File: config.mk
export PLATFORM = sky130hd
export DESIGN_NAME = prach_oran_top
export DESIGN_NICKNAME = d
export VERILOG_FILES = /design/src/hdl/prach_oran_pkg.sv /design/src/hdl/prach_fifo_if.sv /design/src/hdl/prach_oran_top.sv /design/src/hdl/prach_oran_alarm.sv /design/src/hdl/prach_alarm_counter.sv /design/src/hdl/prach_oran_packer.sv /design/src/hdl/prach_fifo.sv /design/src/hdl/prach_sample_router.sv
export SDC_FILE = /design/constraint.sdc
export NUM_CORES = 2
export LEC_CHECK = 0
export BUFFER_PORTS_ARGS = -buffer_cell sky130_fd_sc_hd__buf_4
export CORE_MARGIN = 2
export CORE_UTILIZATION = 63
export CTS_CLUSTER_DIAMETER = 80
export DETAILED_ROUTE_END_ITERATION = 6
export PLACE_DENSITY_LB_ADDON = 0.08
export SKIP_LAST_GASP = 1
export SYNTH_ARGS = -nofsm -noshare
export SYNTH_HDL_FRONTEND = slang
export SYNTH_SLANG_ARGS = --single-unit
File: constraint.sdc
create_clock -name clk -period 7.6 [get_ports clk]
set_clock_uncertainty 0.15 [all_clocks]
set_input_delay 2.28 -clock clk [delete_from_list [all_inputs] [get_ports clk]]
set_output_delay 2.28 -clock clk [all_outputs]
set_load 0.03 [all_outputs]
File: src/hdl/prach_oran_pkg.sv
`default_nettype none

package prach_oran_pkg;

  // One PRACH sample with I in the upper half and Q in the lower half.
  typedef logic [31:0] iq_sample_t;

  // Samples per antenna in one C-plane section. Zero means no section.
  typedef logic [7:0] sec_len_t;

  // Packer FSM states.
  typedef enum logic [1:0] {
    PACK_IDLE = 2'd0,  // Waiting for a C-plane section length.
    PACK_SEND = 2'd1,  // Moving samples of the current antenna.
    PACK_NEXT = 2'd2   // Stepping to the next antenna.
  } pack_state_t;

endpackage

`default_nettype wire
File: src/hdl/prach_fifo_if.sv
`timescale 1ns/100ps
`default_nettype none

interface prach_fifo_if #(
  parameter int WIDTH = 32
);

  logic             push;
  logic [WIDTH-1:0] push_data;
  logic             pop;
  logic [WIDTH-1:0] pop_data;   // Valid while empty is low.
  logic             empty;
  logic             overflow;   // One-cycle strobe on a push into a full FIFO.

  modport producer (output push, output push_data);

  modport buffer (
    input  push,
    input  push_data,
    input  pop,
    output pop_data,
    output empty,
    output overflow
  );

  modport consumer (output pop, input pop_data, input empty);

  modport monitor (input overflow);

endinterface

`default_nettype wire

File: src/hdl/prach_oran_top.sv
`timescale 1ns/100ps
`default_nettype none

module prach_oran_top
  import prach_oran_pkg::*;
#(
  parameter int NUM_ANT           = 4,
  parameter int ALARM_CNT_W       = 4,
  parameter int FIFO_DEPTH        = 16,
  parameter int CPLANE_DEPTH      = 4,
  parameter int VLD_WO_RDY_THRESH = 500
) (
  input  wire                                 clk,
  input  wire                                 rst_n_i,
  input  wire                                 sample_vld_i,
  input  wire  [$clog2(NUM_ANT)-1:0]          sample_ant_i,
  input  iq_sample_t                          sample_data_i,
  input  wire                                 cplane_vld_i,
  input  sec_len_t                            cplane_len_i,
  output logic                                oran_tvalid_o,
  output iq_sample_t                          oran_tdata_o,
  output logic                                oran_tlast_o,
  input  wire                                 oran_tready_i,
  input  wire                                 alarm_clear_i,
  output logic [ALARM_CNT_W-1:0]              vld_wo_rdy_err_cnt_o,
  output logic [ALARM_CNT_W-1:0]              cplane_fifo_ovfl_err_cnt_o,
  output logic [NUM_ANT-1:0][ALARM_CNT_W-1:0] prach_fifo_ovfl_err_cnt_o
);

  prach_fifo_if #(.WIDTH($bits(iq_sample_t))) ant_if [NUM_ANT] ();
  prach_fifo_if #(.WIDTH($bits(sec_len_t)))   cplane_if ();

  prach_sample_router #(.NUM_ANT(NUM_ANT)) u_router (
    .clk           (clk),
    .rst_n_i       (rst_n_i),
    .sample_vld_i  (sample_vld_i),
    .sample_ant_i  (sample_ant_i),
    .sample_data_i (sample_data_i),
    .cplane_vld_i  (cplane_vld_i),
    .cplane_len_i  (cplane_len_i),
    .ant_fifo      (ant_if),
    .cplane_fifo   (cplane_if)
  );

  for (genvar a = 0; a < NUM_ANT; a++) begin : g_ant_fifo
    prach_fifo #(.WIDTH($bits(iq_sample_t)), .DEPTH(FIFO_DEPTH)) u_fifo (
      .clk     (clk),
      .rst_n_i (rst_n_i),
      .port    (ant_if[a])
    );
  end

  prach_fifo #(.WIDTH($bits(sec_len_t)), .DEPTH(CPLANE_DEPTH)) u_cplane_fifo (
    .clk     (clk),
    .rst_n_i (rst_n_i),
    .port    (cplane_if)
  );

  prach_oran_packer #(.NUM_ANT(NUM_ANT)) u_packer (
    .clk           (clk),
    .rst_n_i       (rst_n_i),
    .ant_fifo      (ant_if),
    .cplane_fifo   (cplane_if),
    .oran_tvalid_o (oran_tvalid_o),
    .oran_tdata_o  (oran_tdata_o),
    .oran_tlast_o  (oran_tlast_o),
    .oran_tready_i (oran_tready_i)
  );

  // The alarm block watches the stream as it leaves the packer.
  prach_oran_alarm #(
    .NUM_ANT           (NUM_ANT),
    .ALARM_CNT_W       (ALARM_CNT_W),
    .VLD_WO_RDY_THRESH (VLD_WO_RDY_THRESH)
  ) u_alarm (
    .clk                        (clk),
    .rst_n_i                    (rst_n_i),
    .clear_i                    (alarm_clear_i),
    .oran_tvalid_i              (oran_tvalid_o),
    .oran_tready_i              (oran_tready_i),
    .ant_fifo                   (ant_if),
    .cplane_fifo                (cplane_if),
    .vld_wo_rdy_err_cnt_o       (vld_wo_rdy_err_cnt_o),
    .cplane_fifo_ovfl_err_cnt_o (cplane_fifo_ovfl_err_cnt_o),
    .prach_fifo_ovfl_err_cnt_o  (prach_fifo_ovfl_err_cnt_o)
  );

endmodule

`default_nettype wire

File: src/hdl/prach_oran_alarm.sv
`timescale 1ns/100ps
`default_nettype none

module prach_oran_alarm
  import prach_oran_pkg::*;
#(
  parameter int NUM_ANT           = 4,
  parameter int ALARM_CNT_W       = 4,
  parameter int VLD_WO_RDY_THRESH = 500
) (
  input  wire                                    clk,
  input  wire                                    rst_n_i,
  input  wire                                    clear_i,
  input  wire                                    oran_tvalid_i,
  input  wire                                    oran_tready_i,
  prach_fifo_if.monitor                          ant_fifo [NUM_ANT],
  prach_fifo_if.monitor                          cplane_fifo,
  output logic [ALARM_CNT_W-1:0]                 vld_wo_rdy_err_cnt_o,
  output logic [ALARM_CNT_W-1:0]                 cplane_fifo_ovfl_err_cnt_o,
  output logic [NUM_ANT-1:0][ALARM_CNT_W-1:0]    prach_fifo_ovfl_err_cnt_o
);

  localparam int FANOUT_DEPTH = 4;
  localparam int VLD_W        = $clog2(VLD_WO_RDY_THRESH + 1);  // Top value exceeds the threshold.

  logic                                clear_0;
  logic                                clear_1;
  logic                                clear_rise;
  logic [NUM_ANT-1:0][FANOUT_DEPTH-1:0] clear_fan;

  logic                   tvalid_q;
  logic                   tready_q;
  logic [VLD_W-1:0]       vld_wo_rdy_count;
  logic                   vld_wo_rdy_err;
  logic                   vld_wo_rdy_err_d;
  logic                   vld_wo_rdy_strb;
  logic [ALARM_CNT_W-1:0] vld_wo_rdy_cnt;

  logic                   cplane_ovfl_q;
  logic [ALARM_CNT_W-1:0] cplane_ovfl_cnt;

  always_ff @(posedge clk) begin
    if (!rst_n_i) begin
      clear_0          <= 1'b0;
      clear_1          <= 1'b0;
      clear_rise       <= 1'b0;
      clear_fan        <= '0;
      tvalid_q         <= 1'b0;
      tready_q         <= 1'b0;
      vld_wo_rdy_count <= '0;
      vld_wo_rdy_err   <= 1'b0;
      vld_wo_rdy_err_d <= 1'b0;
      vld_wo_rdy_strb  <= 1'b0;
      cplane_ovfl_q    <= 1'b0;
      vld_wo_rdy_err_cnt_o       <= '0;
      cplane_fifo_ovfl_err_cnt_o <= '0;
    end else begin
      clear_0    <= clear_i;
      clear_1    <= clear_0;
      clear_rise <= clear_0 && !clear_1;  // A held clear acts once.
      for (int k = 0; k < NUM_ANT; k++) begin
        clear_fan[k] <= {clear_fan[k][FANOUT_DEPTH-2:0], clear_rise};
      end

      tvalid_q <= oran_tvalid_i;
      tready_q <= oran_tready_i;

      // Consecutive stalled cycles. The counter parks at its top value.
      if (!tvalid_q || tready_q) begin
        vld_wo_rdy_count <= '0;
      end else if (!(&vld_wo_rdy_count)) begin
        vld_wo_rdy_count <= vld_wo_rdy_count + 1'b1;
      end
      vld_wo_rdy_err   <= (vld_wo_rdy_count >= VLD_W'(VLD_WO_RDY_THRESH));
      vld_wo_rdy_err_d <= vld_wo_rdy_err;
      vld_wo_rdy_strb  <= vld_wo_rdy_err && !vld_wo_rdy_err_d;  // One per stall episode.

      cplane_ovfl_q <= cplane_fifo.overflow;

      vld_wo_rdy_err_cnt_o       <= vld_wo_rdy_cnt;
      cplane_fifo_ovfl_err_cnt_o <= cplane_ovfl_cnt;
    end
  end

  prach_alarm_counter #(.CNT_W(ALARM_CNT_W)) u_vld_wo_rdy_cnt (
    .clk     (clk),
    .rst_n_i (rst_n_i),
    .alarm_i (vld_wo_rdy_strb),
    .clear_i (clear_fan[0][FANOUT_DEPTH-1]),
    .count_o (vld_wo_rdy_cnt)
  );

  prach_alarm_counter #(.CNT_W(ALARM_CNT_W)) u_cplane_ovfl_cnt (
    .clk     (clk),
    .rst_n_i (rst_n_i),
    .alarm_i (cplane_ovfl_q),
    .clear_i (clear_fan[0][FANOUT_DEPTH-1]),
    .count_o (cplane_ovfl_cnt)
  );

  for (genvar a = 0; a < NUM_ANT; a++) begin : g_ant_ovfl
    logic                   ovfl_q;
    logic [ALARM_CNT_W-1:0] ovfl_cnt;

    always_ff @(posedge clk) begin
      if (!rst_n_i) begin
        ovfl_q                       <= 1'b0;
        prach_fifo_ovfl_err_cnt_o[a] <= '0;
      end else begin
        ovfl_q                       <= ant_fifo[a].overflow;
        prach_fifo_ovfl_err_cnt_o[a] <= ovfl_cnt;
      end
    end

    // Each antenna has its own copy of the clear pipeline.
    prach_alarm_counter #(.CNT_W(ALARM_CNT_W)) u_ovfl_cnt (
      .clk     (clk),
      .rst_n_i (rst_n_i),
      .alarm_i (ovfl_q),
      .clear_i (clear_fan[a][FANOUT_DEPTH-1]),
      .count_o (ovfl_cnt)
    );
  end

endmodule

`default_nettype wire

File: src/hdl/prach_alarm_counter.sv
`timescale 1ns/100ps
`default_nettype none

module prach_alarm_counter #(
  parameter int CNT_W = 4
) (
  input  wire              clk,
  input  wire              rst_n_i,
  input  wire              alarm_i,
  input  wire              clear_i,
  output logic [CNT_W-1:0] count_o
);

  // Clear wins over a coincident alarm. The count sticks at all-ones.
  always_ff @(posedge clk) begin
    if (!rst_n_i) begin
      count_o <= '0;
    end else if (clear_i) begin
      count_o <= '0;
    end else if (alarm_i && !(&count_o)) begin
      count_o <= count_o + 1'b1;
    end
  end

endmodule

`default_nettype wire

File: src/hdl/prach_oran_packer.sv
`timescale 1ns/100ps
`default_nettype none

module prach_oran_packer
  import prach_oran_pkg::*;
#(
  parameter int NUM_ANT = 4
) (
  input  wire             clk,
  input  wire             rst_n_i,
  prach_fifo_if.consumer  ant_fifo [NUM_ANT],
  prach_fifo_if.consumer  cplane_fifo,
  output logic            oran_tvalid_o,
  output iq_sample_t      oran_tdata_o,
  output logic            oran_tlast_o,
  input  wire             oran_tready_i
);

  localparam int ANT_W = (NUM_ANT > 1) ? $clog2(NUM_ANT) : 1;

  pack_state_t        state;
  sec_len_t           sec_len;
  sec_len_t           beat_cnt;
  logic [ANT_W-1:0]   ant_sel;
  iq_sample_t         ant_data [NUM_ANT];
  logic [NUM_ANT-1:0] ant_empty;
  logic [NUM_ANT-1:0] ant_pop;
  logic               load;
  logic               last_beat;
  logic               last_ant;

  // Per-antenna FIFO signals gathered into arrays that ant_sel can index.
  for (genvar a = 0; a < NUM_ANT; a++) begin : g_ant
    assign ant_data[a]    = ant_fifo[a].pop_data;
    assign ant_empty[a]   = ant_fifo[a].empty;
    assign ant_fifo[a].pop = ant_pop[a];
  end

  assign last_beat = (beat_cnt == sec_len - 1'b1);
  assign last_ant  = (ant_sel == ANT_W'(NUM_ANT-1));

  // A new beat is taken only when the output register is free or draining.
  assign load = (state == PACK_SEND) && !ant_empty[ant_sel] && (!oran_tvalid_o || oran_tready_i);

  always_comb begin
    ant_pop = '0;
    if (load) ant_pop[ant_sel] = 1'b1;
  end

  assign cplane_fifo.pop = (state == PACK_IDLE) && !cplane_fifo.empty;

  always_ff @(posedge clk) begin
    if (!rst_n_i) begin
      state         <= PACK_IDLE;
      ant_sel       <= '0;
      beat_cnt      <= '0;
      oran_tvalid_o <= 1'b0;
      oran_tlast_o  <= 1'b0;
    end else begin
      if (oran_tvalid_o && oran_tready_i) begin
        oran_tvalid_o <= 1'b0;
        oran_tlast_o  <= 1'b0;
      end
      if (load) begin
        oran_tvalid_o <= 1'b1;
        oran_tlast_o  <= last_beat && last_ant;  // Only the final beat of the section.
        beat_cnt      <= beat_cnt + 1'b1;
      end
      case (state)
        PACK_IDLE: begin
          if (!cplane_fifo.empty && (cplane_fifo.pop_data != '0)) begin
            ant_sel  <= '0;
            beat_cnt <= '0;
            state    <= PACK_SEND;
          end
        end
        PACK_SEND: if (load && last_beat) state <= PACK_NEXT;
        PACK_NEXT: begin
          beat_cnt <= '0;
          ant_sel  <= ant_sel + 1'b1;
          state    <= last_ant ? PACK_IDLE : PACK_SEND;
        end
        default: state <= PACK_IDLE;
      endcase
    end
  end

  always_ff @(posedge clk) begin
    if (cplane_fifo.pop) sec_len <= cplane_fifo.pop_data;
    if (load) oran_tdata_o <= ant_data[ant_sel];
  end

endmodule

`default_nettype wire

File: src/hdl/prach_fifo.sv
`timescale 1ns/100ps
`default_nettype none

module prach_fifo
  import prach_oran_pkg::*;
#(
  parameter int WIDTH = 32,
  parameter int DEPTH = 16
) (
  input  wire          clk,
  input  wire          rst_n_i,
  prach_fifo_if.buffer port
);

  localparam int PTR_W = (DEPTH > 1) ? $clog2(DEPTH) : 1;

  logic [WIDTH-1:0] mem [DEPTH];
  logic [PTR_W-1:0] wr_ptr;
  logic [PTR_W-1:0] rd_ptr;
  logic [PTR_W:0]   count;
  logic             full;
  logic             do_push;
  logic             do_pop;

  assign full    = (count == (PTR_W+1)'(DEPTH));
  assign do_pop  = port.pop && !port.empty;
  assign do_push = port.push && (!full || do_pop);  // A pop frees the slot in the same cycle.

  assign port.empty    = (count == '0);
  assign port.pop_data = mem[rd_ptr];  // First-word fall-through.
  assign port.overflow = port.push && !do_push;

  always_ff @(posedge clk) begin
    if (!rst_n_i) begin
      wr_ptr <= '0;
      rd_ptr <= '0;
      count  <= '0;
    end else begin
      if (do_push) begin
        wr_ptr <= (wr_ptr == PTR_W'(DEPTH-1)) ? '0 : wr_ptr + 1'b1;
      end
      if (do_pop) begin
        rd_ptr <= (rd_ptr == PTR_W'(DEPTH-1)) ? '0 : rd_ptr + 1'b1;
      end
      case ({do_push, do_pop})
        2'b10:   count <= count + 1'b1;
        2'b01:   count <= count - 1'b1;
        default: count <= count;
      endcase
    end
  end

  // A rejected push leaves the storage untouched.
  always_ff @(posedge clk) begin
    if (do_push) begin
      mem[wr_ptr] <= port.push_data;
    end
  end

endmodule

`default_nettype wire

File: src/hdl/prach_sample_router.sv
`timescale 1ns/100ps
`default_nettype none

module prach_sample_router
  import prach_oran_pkg::*;
#(
  parameter int NUM_ANT = 4
) (
  input  wire                         clk,
  input  wire                         rst_n_i,
  input  wire                         sample_vld_i,
  input  wire [$clog2(NUM_ANT)-1:0]   sample_ant_i,
  input  iq_sample_t                  sample_data_i,
  input  wire                         cplane_vld_i,
  input  sec_len_t                    cplane_len_i,
  prach_fifo_if.producer              ant_fifo [NUM_ANT],
  prach_fifo_if.producer              cplane_fifo
);

  localparam int ANT_W = $clog2(NUM_ANT);

  logic             sample_vld_q;
  logic [ANT_W-1:0] sample_ant_q;
  iq_sample_t       sample_data_q;
  logic             cplane_vld_q;
  sec_len_t         cplane_len_q;

  // Strobes are registered once so the pushes leave from flops.
  always_ff @(posedge clk) begin
    if (!rst_n_i) begin
      sample_vld_q <= 1'b0;
      cplane_vld_q <= 1'b0;
    end else begin
      sample_vld_q <= sample_vld_i;
      cplane_vld_q <= cplane_vld_i;
    end
    sample_ant_q  <= sample_ant_i;
    sample_data_q <= sample_data_i;
    cplane_len_q  <= cplane_len_i;
  end

  // One-hot decode of the antenna index.
  for (genvar a = 0; a < NUM_ANT; a++) begin : g_ant_push
    assign ant_fifo[a].push      = sample_vld_q && (sample_ant_q == ANT_W'(a));
    assign ant_fifo[a].push_data = sample_data_q;
  end

  assign cplane_fifo.push      = cplane_vld_q && (cplane_len_q != '0);  // Empty sections dropped.
  assign cplane_fifo.push_data = cplane_len_q;

endmodule

`default_nettype wire

Yosys cells after proc, flatten, opt, wreduce, memory -nomap -nowiden:

Memory sizes are Yosys's and may differ from the RTL's. A register that Yosys moved wholly into a read port is not among the register bits.
Index checks and enable logic that the tools add are counted.

* mux-type cells: 55
* add/subtract/negate cells: 30
* div/mod/pow operators: 0
* shift operators: 0
* magnitude comparators: 4
* equal/unequal tests: 34
* bitwise operators: 2
* reduce and logical (&&, ||, !) cells: 99
* multiply operators: 0

Operators with widths (number)
* two-way mux 4 bit: 17
* binary-select mux 32 bit (select 2 bit): 1
* two-way mux 32 bit: 2
* adder 4 x 1 -> 4 bit (second input constant): 14
* one-hot mux 5 bit (2 select lines): 4
* logical AND 1 bit: 36
* == test 4 bit (second input constant): 8
* logical NOT 1 bit: 26
* AND reduction 4 bit: 6
* == test 2 bit (second input constant): 11
* adder 5 x 1 -> 5 bit (second input constant): 4
* == test 5 bit (second input constant): 4
* logical NOT 5 bit: 4
* subtractor 5 x 1 -> 5 bit (second input constant): 4
* two-way mux 1 bit: 16
* two-way mux 8 bit: 2
* one-hot mux 8 bit (2 select lines): 1
* nonzero test 8 bit: 2
* == test 2 x 1 -> 1 bit (second input constant): 7
* two-way mux 2 bit: 7
* nonzero test 2 bit: 7
* OR reduction 2 bit: 5
* adder 9 x 1 -> 9 bit (second input constant): 1
* >= comparator 9 bit (second input constant): 1
* other kinds (23): 34

* output and inout port bits: 58
* memory bits (read-only): 0
* memories: 5
* memory bits (writable): 2080
* flip-flop bits (word level): 243
* latch bits: 0
* bits of input ports: 48
* logic and storage cells: 286

Memories
* g_ant_fifo[0].u_fifo.mem: depth 16, bits a word 32, read ports 1, clocked after Yosys merged registers in 1, wr ports 1, line prach_fifo.sv:17 `logic [WIDTH-1:0] mem [DEPTH];`
* g_ant_fifo[1].u_fifo.mem: depth 16, bits a word 32, read ports 1, clocked after Yosys merged registers in 1, wr ports 1, line prach_fifo.sv:17
* g_ant_fifo[2].u_fifo.mem: depth 16, bits a word 32, read ports 1, clocked after Yosys merged registers in 1, wr ports 1, line prach_fifo.sv:17
* g_ant_fifo[3].u_fifo.mem: depth 16, bits a word 32, read ports 1, clocked after Yosys merged registers in 1, wr ports 1, line prach_fifo.sv:17
* u_cplane_fifo.mem: depth 4, bits a word 8, read ports 1, clocked after Yosys merged registers in 1, wr ports 1, line prach_fifo.sv:17

Depth between registers and ports, before layout:

* depth in word-level cells: 12
* depth in mapped cells: 20
* gate-level depth less buffers: 15

By module:

A second synthesis with hierarchy kept.

* cell total of the unflattened synthesis: 4371
* area total of the unflattened synthesis: 89733.6 um^2

By module, submodules not included
* prach_fifo (g_ant_fifo[0].u_fifo ...): area each 20181.9 um^2, instances 2, seq. area each 15715.1 um^2, cells each 920
* prach_fifo (g_ant_fifo[2].u_fifo): area each 20214.4 um^2, instances 1, seq. area each 15715.1 um^2, cells each 916
* prach_fifo (g_ant_fifo[1].u_fifo): area each 20144.3 um^2, instances 1, seq. area each 15715.1 um^2, cells each 903
* prach_oran_packer: area each 2962.8 um^2, instances 1, seq. area each 1481.4 um^2, cells each 200
* prach_fifo (u_cplane_fifo): area each 1701.6 um^2, instances 1, seq. area each 1141.1 um^2, cells each 102
* prach_sample_router: area each 1664.1 um^2, instances 1, seq. area each 880.8 um^2, cells each 150
* prach_oran_alarm: area each 1534.0 um^2, instances 1, seq. area each 1001.0 um^2, cells each 134
* prach_alarm_counter: area each 191.4 um^2, instances 6, seq. area each 80.1 um^2, cells each 21

Worst setup path after synthesis:

No wires, ideal clock.

* kind: input -> register
* from: input port oran_tready_i
* to: memory g_ant_fifo[2].u_fifo.mem[15][0], enable pin
* data required time: 6.989 ns
* path buffers: 1
* path slack: 1.325 ns
* arrival time: 5.664 ns
* cell stages on the path: 7
* setup time: 0.461 ns
* cell sequence: nor2b_1 > nor3_1 > a41oi_1 > nand2_1 > clkbuf_1 > inv_1 > nor3_1

* longest elaborated chain between the ends: 8

Ends and longest elaborated chain
* from (decl): line prach_oran_top.sv:23 `input wire oran_tready_i,`
* logical OR 1 bit: line prach_oran_packer.sv:43 `assign load = (state == PACK_SEND) && !ant_empty[ant_sel] && (!oran_tvalid_o || oran_tready_i);`
* logical AND 1 bit: line prach_oran_packer.sv:43
* two-way mux 4 bit: line prach_oran_packer.sv:47 `if (load) ant_pop[ant_sel] = 1'b1;`
* logical AND 1 bit: line prach_fifo.sv:26 `assign do_pop = port.pop && !port.empty;`
* logical OR 1 bit: line prach_fifo.sv:27 `assign do_push = port.push && (!full || do_pop);`
* logical AND 1 bit: line prach_fifo.sv:27
* two-way mux 1 bit: line prach_fifo.sv:55 `if (do_push) begin`
* two-way mux 1 bit (implied by the code): line prach_fifo.sv:56 `mem[wr_ptr] <= port.push_data;`
* to (decl): line prach_fifo.sv:17

No other way between the ends.

Worst setup path in the final report:

* from: input port oran_tready_i
* to: register g_ant_fifo[1].u_fifo.count[4]

* longest elaborated chain between the ends: 8
* elaborated cells between the ends (all ways): 10
* classes of those cells: eq/ne (2); mux (2); reduce/logical (6)

Ends and longest elaborated chain
* logical OR 1 bit (*): line prach_oran_packer.sv:43
* logical AND 1 bit (*): line prach_oran_packer.sv:43
* two-way mux 4 bit (*): line prach_oran_packer.sv:47
* logical AND 1 bit (*): line prach_fifo.sv:26
* logical OR 1 bit: line prach_fifo.sv:27
* logical AND 1 bit: line prach_fifo.sv:27
* == test 2 x 1 -> 1 bit or == test 2 bit (tied branches): line prach_fifo.sv:45 `case ({do_push, do_pop})`
* one-hot mux 5 bit (2 select lines) or nonzero test 2 bit (tied branches)
* to (signal assigned): line prach_fifo.sv:46 `2'b10: count <= count + 1'b1;`
* to (signal assigned): line prach_fifo.sv:47 `2'b01: count <= count - 1'b1;`
* to (signal assigned): line prach_fifo.sv:48 `default: count <= count;`
* to (decl): line prach_fifo.sv:20 `logic [PTR_W:0] count;`

Mark *: on every way between the ends. The rest lies on a longest branch, timed or not.
A chain may end at the register's enable or synchronous reset.

==> flow_summary.ini <==
[yosys]
syn_avg_cell_area_um2 = 21.7
synth-edff-count = 2120
synth-async-reset-ratio_pct = 0
synth-seq-cells = 2329
yosysUniqueCellTypes = 68
ys_warn_count = 0
ys_seq_area_share_pct = 76.3
synth_flop_cell = edfxtp_1
syn_inst = 4108
syn-num-nets = 4212
synth_area_mm2 = 0.0889

[timing]
slew_headroom_pct = 16.3
min_period_over_period_pct = 70.1
setup_viol_count_final = 0
maxSlewViolCount = 0
fmax_ghz = 0.188
worst_pin_slew_ns = 1.24
rsz0062_at_grt = false
hold_viol = 0
setup_tns_ns = 0
period_needed_ns = 5.32

[cts]
clk_pin_slew_ns = 0.07
holdBufCountCts = 0
cts-root-buf = clkbuf_16
cts_tree = yes
cts_sinks = 2329
htreeDepth = 4
clock_latency_ns = 0.84
postCtsResizedCells = 0
cts_buffer_depth = 3
cts_inserted_buffers = 218
cts_setup_buffers = 0

[critical_path]
cp_top_family = compound AO/OA/AOI/OAI gates
cp_data_required_time_ns = 8.15
startpoint_type = primary input
slowest_stage = a41oi_1
end_kind = flip-flop
crit_top_cell = buf_4
crit_chain = buf_4 -> nor2b_1 -> buf_4 -> nor3_1 -> buf_4 -> a41oi_1 -> nand2_1 -> inv_1 -> ha_1 -> xor2_1 -> ha_1 -> a21oi_1 -> nor3b_1 -> o21ai_0 -> a21oi_1 -> xnor2_1 -> nor2_1
path_buf_inv = 4
crit_path_max_fanout = 16
cp_slowest_stage_delay_ns = 0.55
cp.arrival_ns = 5.88
worstSetupPathType = primary input to flip-flop

[placed_design]
gp_congestion = 0.947
port_buffers = 105
dp_hpwl_mm = 119
dp_cells = 5962

[outcome]
run_status = finished, final reports clean

[route]
routed_wl_mm = 207
wl_per_cell_um = 32.5
viasPerCell = 6.70
firstDrtPassIters = 7
drt_iter0_markers = 5887
remaining_drc_errors = 0
via_count = 42700
ant_nets = 0

[cells_and_area]
n_fill_cell = 8356
drive_gt1_share_pct = 27.6
final_nets = 4410
synthToLayoutAreaGrowth_pct = 11.4
fin_cells = 6372

[floorplan]
die_h_um = 380
ioPinCount = 106
die_area_mm2 = 0.144
core_mm2 = 0.140
start_util_pct = 63.6
die_w_um = 380
rows = 137

[grt]
gr-usage-all-layers_pct = 29.1
antenna_found_initial = 14
grt_first_pass_wirelength_mm = 298
grt_pass1_vias = 41600
grt_overflow = 0
met3_usage_pct = 6.62
gr-usage-met1_pct = 43.6
busiest_layer = met2
grtUsageMet2_pct = 44.0
grt_max_degree = 129

[power]
vdd.ir_drop.worst_mv = 0.241
p_leak_nw = 30.7
power_density_mw_per_mm2 = 257

[min_path]
hp-class = flip-flop to flip-flop

[run]
max_cap_violations = 0
-- final cells by class --
cell class	count	area, um^2	area share, %
Clock inverter	105	972	0.981
Inverter	32	120	0.121
Timing Repair Buffer	179	1410	1.42
Tap cell	1876	2350	2.37
Clock buffer	301	6060	6.12
Multi-Input combinational cell	1546	20200	20.4
Antenna cell	4	10.0	0.0101
Sequential cell	2329	67900	68.6
-- synthesized netlist by cell type (25+ instances only) --
library cell	count	share of area, %
clkbuf_1	116	0.49
nand2b_1	29	0.20
o22ai_1	25	0.18
nor2_1	102	0.43
and2_1	46	0.32
inv_1	31	0.13
ha_1	55	0.77
mux2i_1	47	0.53
mux4_2	617	16
dfxtp_1	209	4.7
xor2_1	46	0.45
nand4_1	25	0.18
a21oi_1	59	0.33
nand2_1	108	0.46
nand3_1	73	0.41
and3_1	40	0.28
edfxtp_1	2120	72
buf_2	61	0.34
-- final timing paths --
| check | start | end | slack, ns | cells past startpoint |
|---|---|---|---|---|
| worst min-delay path | u_alarm.vld_wo_rdy_err_d | u_alarm.vld_wo_rdy_strb | 0.24 | 1 |
| worst max-delay path | oran_tready_i | g_ant_fifo[1].u_fifo.count[4] | 2.28 | 17 |
| worst min register to register | u_alarm.vld_wo_rdy_err_d | u_alarm.vld_wo_rdy_strb | 0.24 | 1 |
| worst max register to register | u_packer.ant_sel[0] | g_ant_fifo[1].u_fifo.count[4] | 2.68 | 14 |
-- logic make-up after synthesis --
family / synth area share [%]
AO/OA/AOI/OAI: 1.72
XOR/XNOR: 0.689
flip-flops: 76.3
adder cells (fa/ha/maj): 0.796
AND/OR/NAND/NOR: 3.22
buffers and inverters: 1.12
multiplexers: 16.2
-- cell usage in the layout, fill, tap and decap left out, types with 21 or more instances in the layout --
| cell | instances |
|---|---|
| clkbuf_1 | 58 |
| clkinv_1 | 38 |
| clkbuf_16 | 222 |
| and3_2 | 31 |
| nor2_1 | 98 |
| and2_1 | 44 |
| nand4_1 | 25 |
| nand2b_1 | 29 |
| o22ai_1 | 25 |
| dfxtp_2 | 38 |
| clkinv_2 | 35 |
| nand3_1 | 73 |
| a21oi_1 | 59 |
| buf_4 | 174 |
| inv_1 | 30 |
| mux4_2 | 617 |
| edfxtp_1 | 2120 |
| o21ai_0 | 22 |
| xnor2_1 | 24 |
| dfxtp_1 | 162 |
| ha_1 | 55 |
| mux2i_1 | 47 |
| nand2_1 | 108 |
| clkbuf_8 | 21 |
| xor2_1 | 46 |
-- registers in the layout, indices dropped and copies added, names as in the netlist, 3 cells and up, named ones only --
signal,count
u_packer.oran_tdata_o,32
g_ant_fifo.u_fifo.mem,2048
u_router.cplane_fifo.push_data,8
u_packer.sec_len,8
g_ant_fifo.u_fifo.wr_ptr,16
u_alarm.g_ant_ovfl.u_ovfl_cnt.count_o,16
u_alarm.u_vld_wo_rdy_cnt.count_o,4
g_ant_fifo.u_fifo.rd_ptr,16
u_alarm.prach_fifo_ovfl_err_cnt_o,16
u_alarm.g_ant_ovfl.ovfl_q,4
u_alarm.vld_wo_rdy_err_cnt_o,4
u_cplane_fifo.count,3
u_alarm.u_cplane_ovfl_cnt.count_o,4
u_router.ant_fifo.push_data,32
u_alarm.cplane_fifo_ovfl_err_cnt_o,4
u_alarm.clear_fan,4
u_packer.beat_cnt,8
u_alarm.vld_wo_rdy_count,9
u_cplane_fifo.mem,32
g_ant_fifo.u_fifo.count,20
-- where the power goes --
part           total (mW)  switching (mW)  internal (mW)
logic               0.593           0.420          0.173
clock network        10.7            4.59           6.13
registers            14.1          0.0855           14.0
-- through the flow --
stage	total power, mW	cell area (um^2)	worst slack [ns]	utilization [%]	hold WS (ns)
2_1_floorplan	14.7	88900	1.33	-	0.217
3_3_place_gp	15.0	92000	1.57	65.8	0.224
3_5_place_dp	15.0	92000	1.59	65.8	0.236
4_1_cts	25.5	99100	2.45	70.8	0.245
5_1_grt	26.1	99100	2.07	70.8	0.264
6_report	25.4	99100	2.28	70.8	0.243
-- routing by layer --
| layer | wire [um] | vias up |
|---|---|---|
| li1 | - | 17500 |
| met1 | 82400 | 22700 |
| met2 | 97300 | 2187 |
| met3 | 21800 | 317 |
| met4 | 5770 | 6 |
| met5 | 32 | - |
No activity file was read; power rests on OpenSTA's default activity.
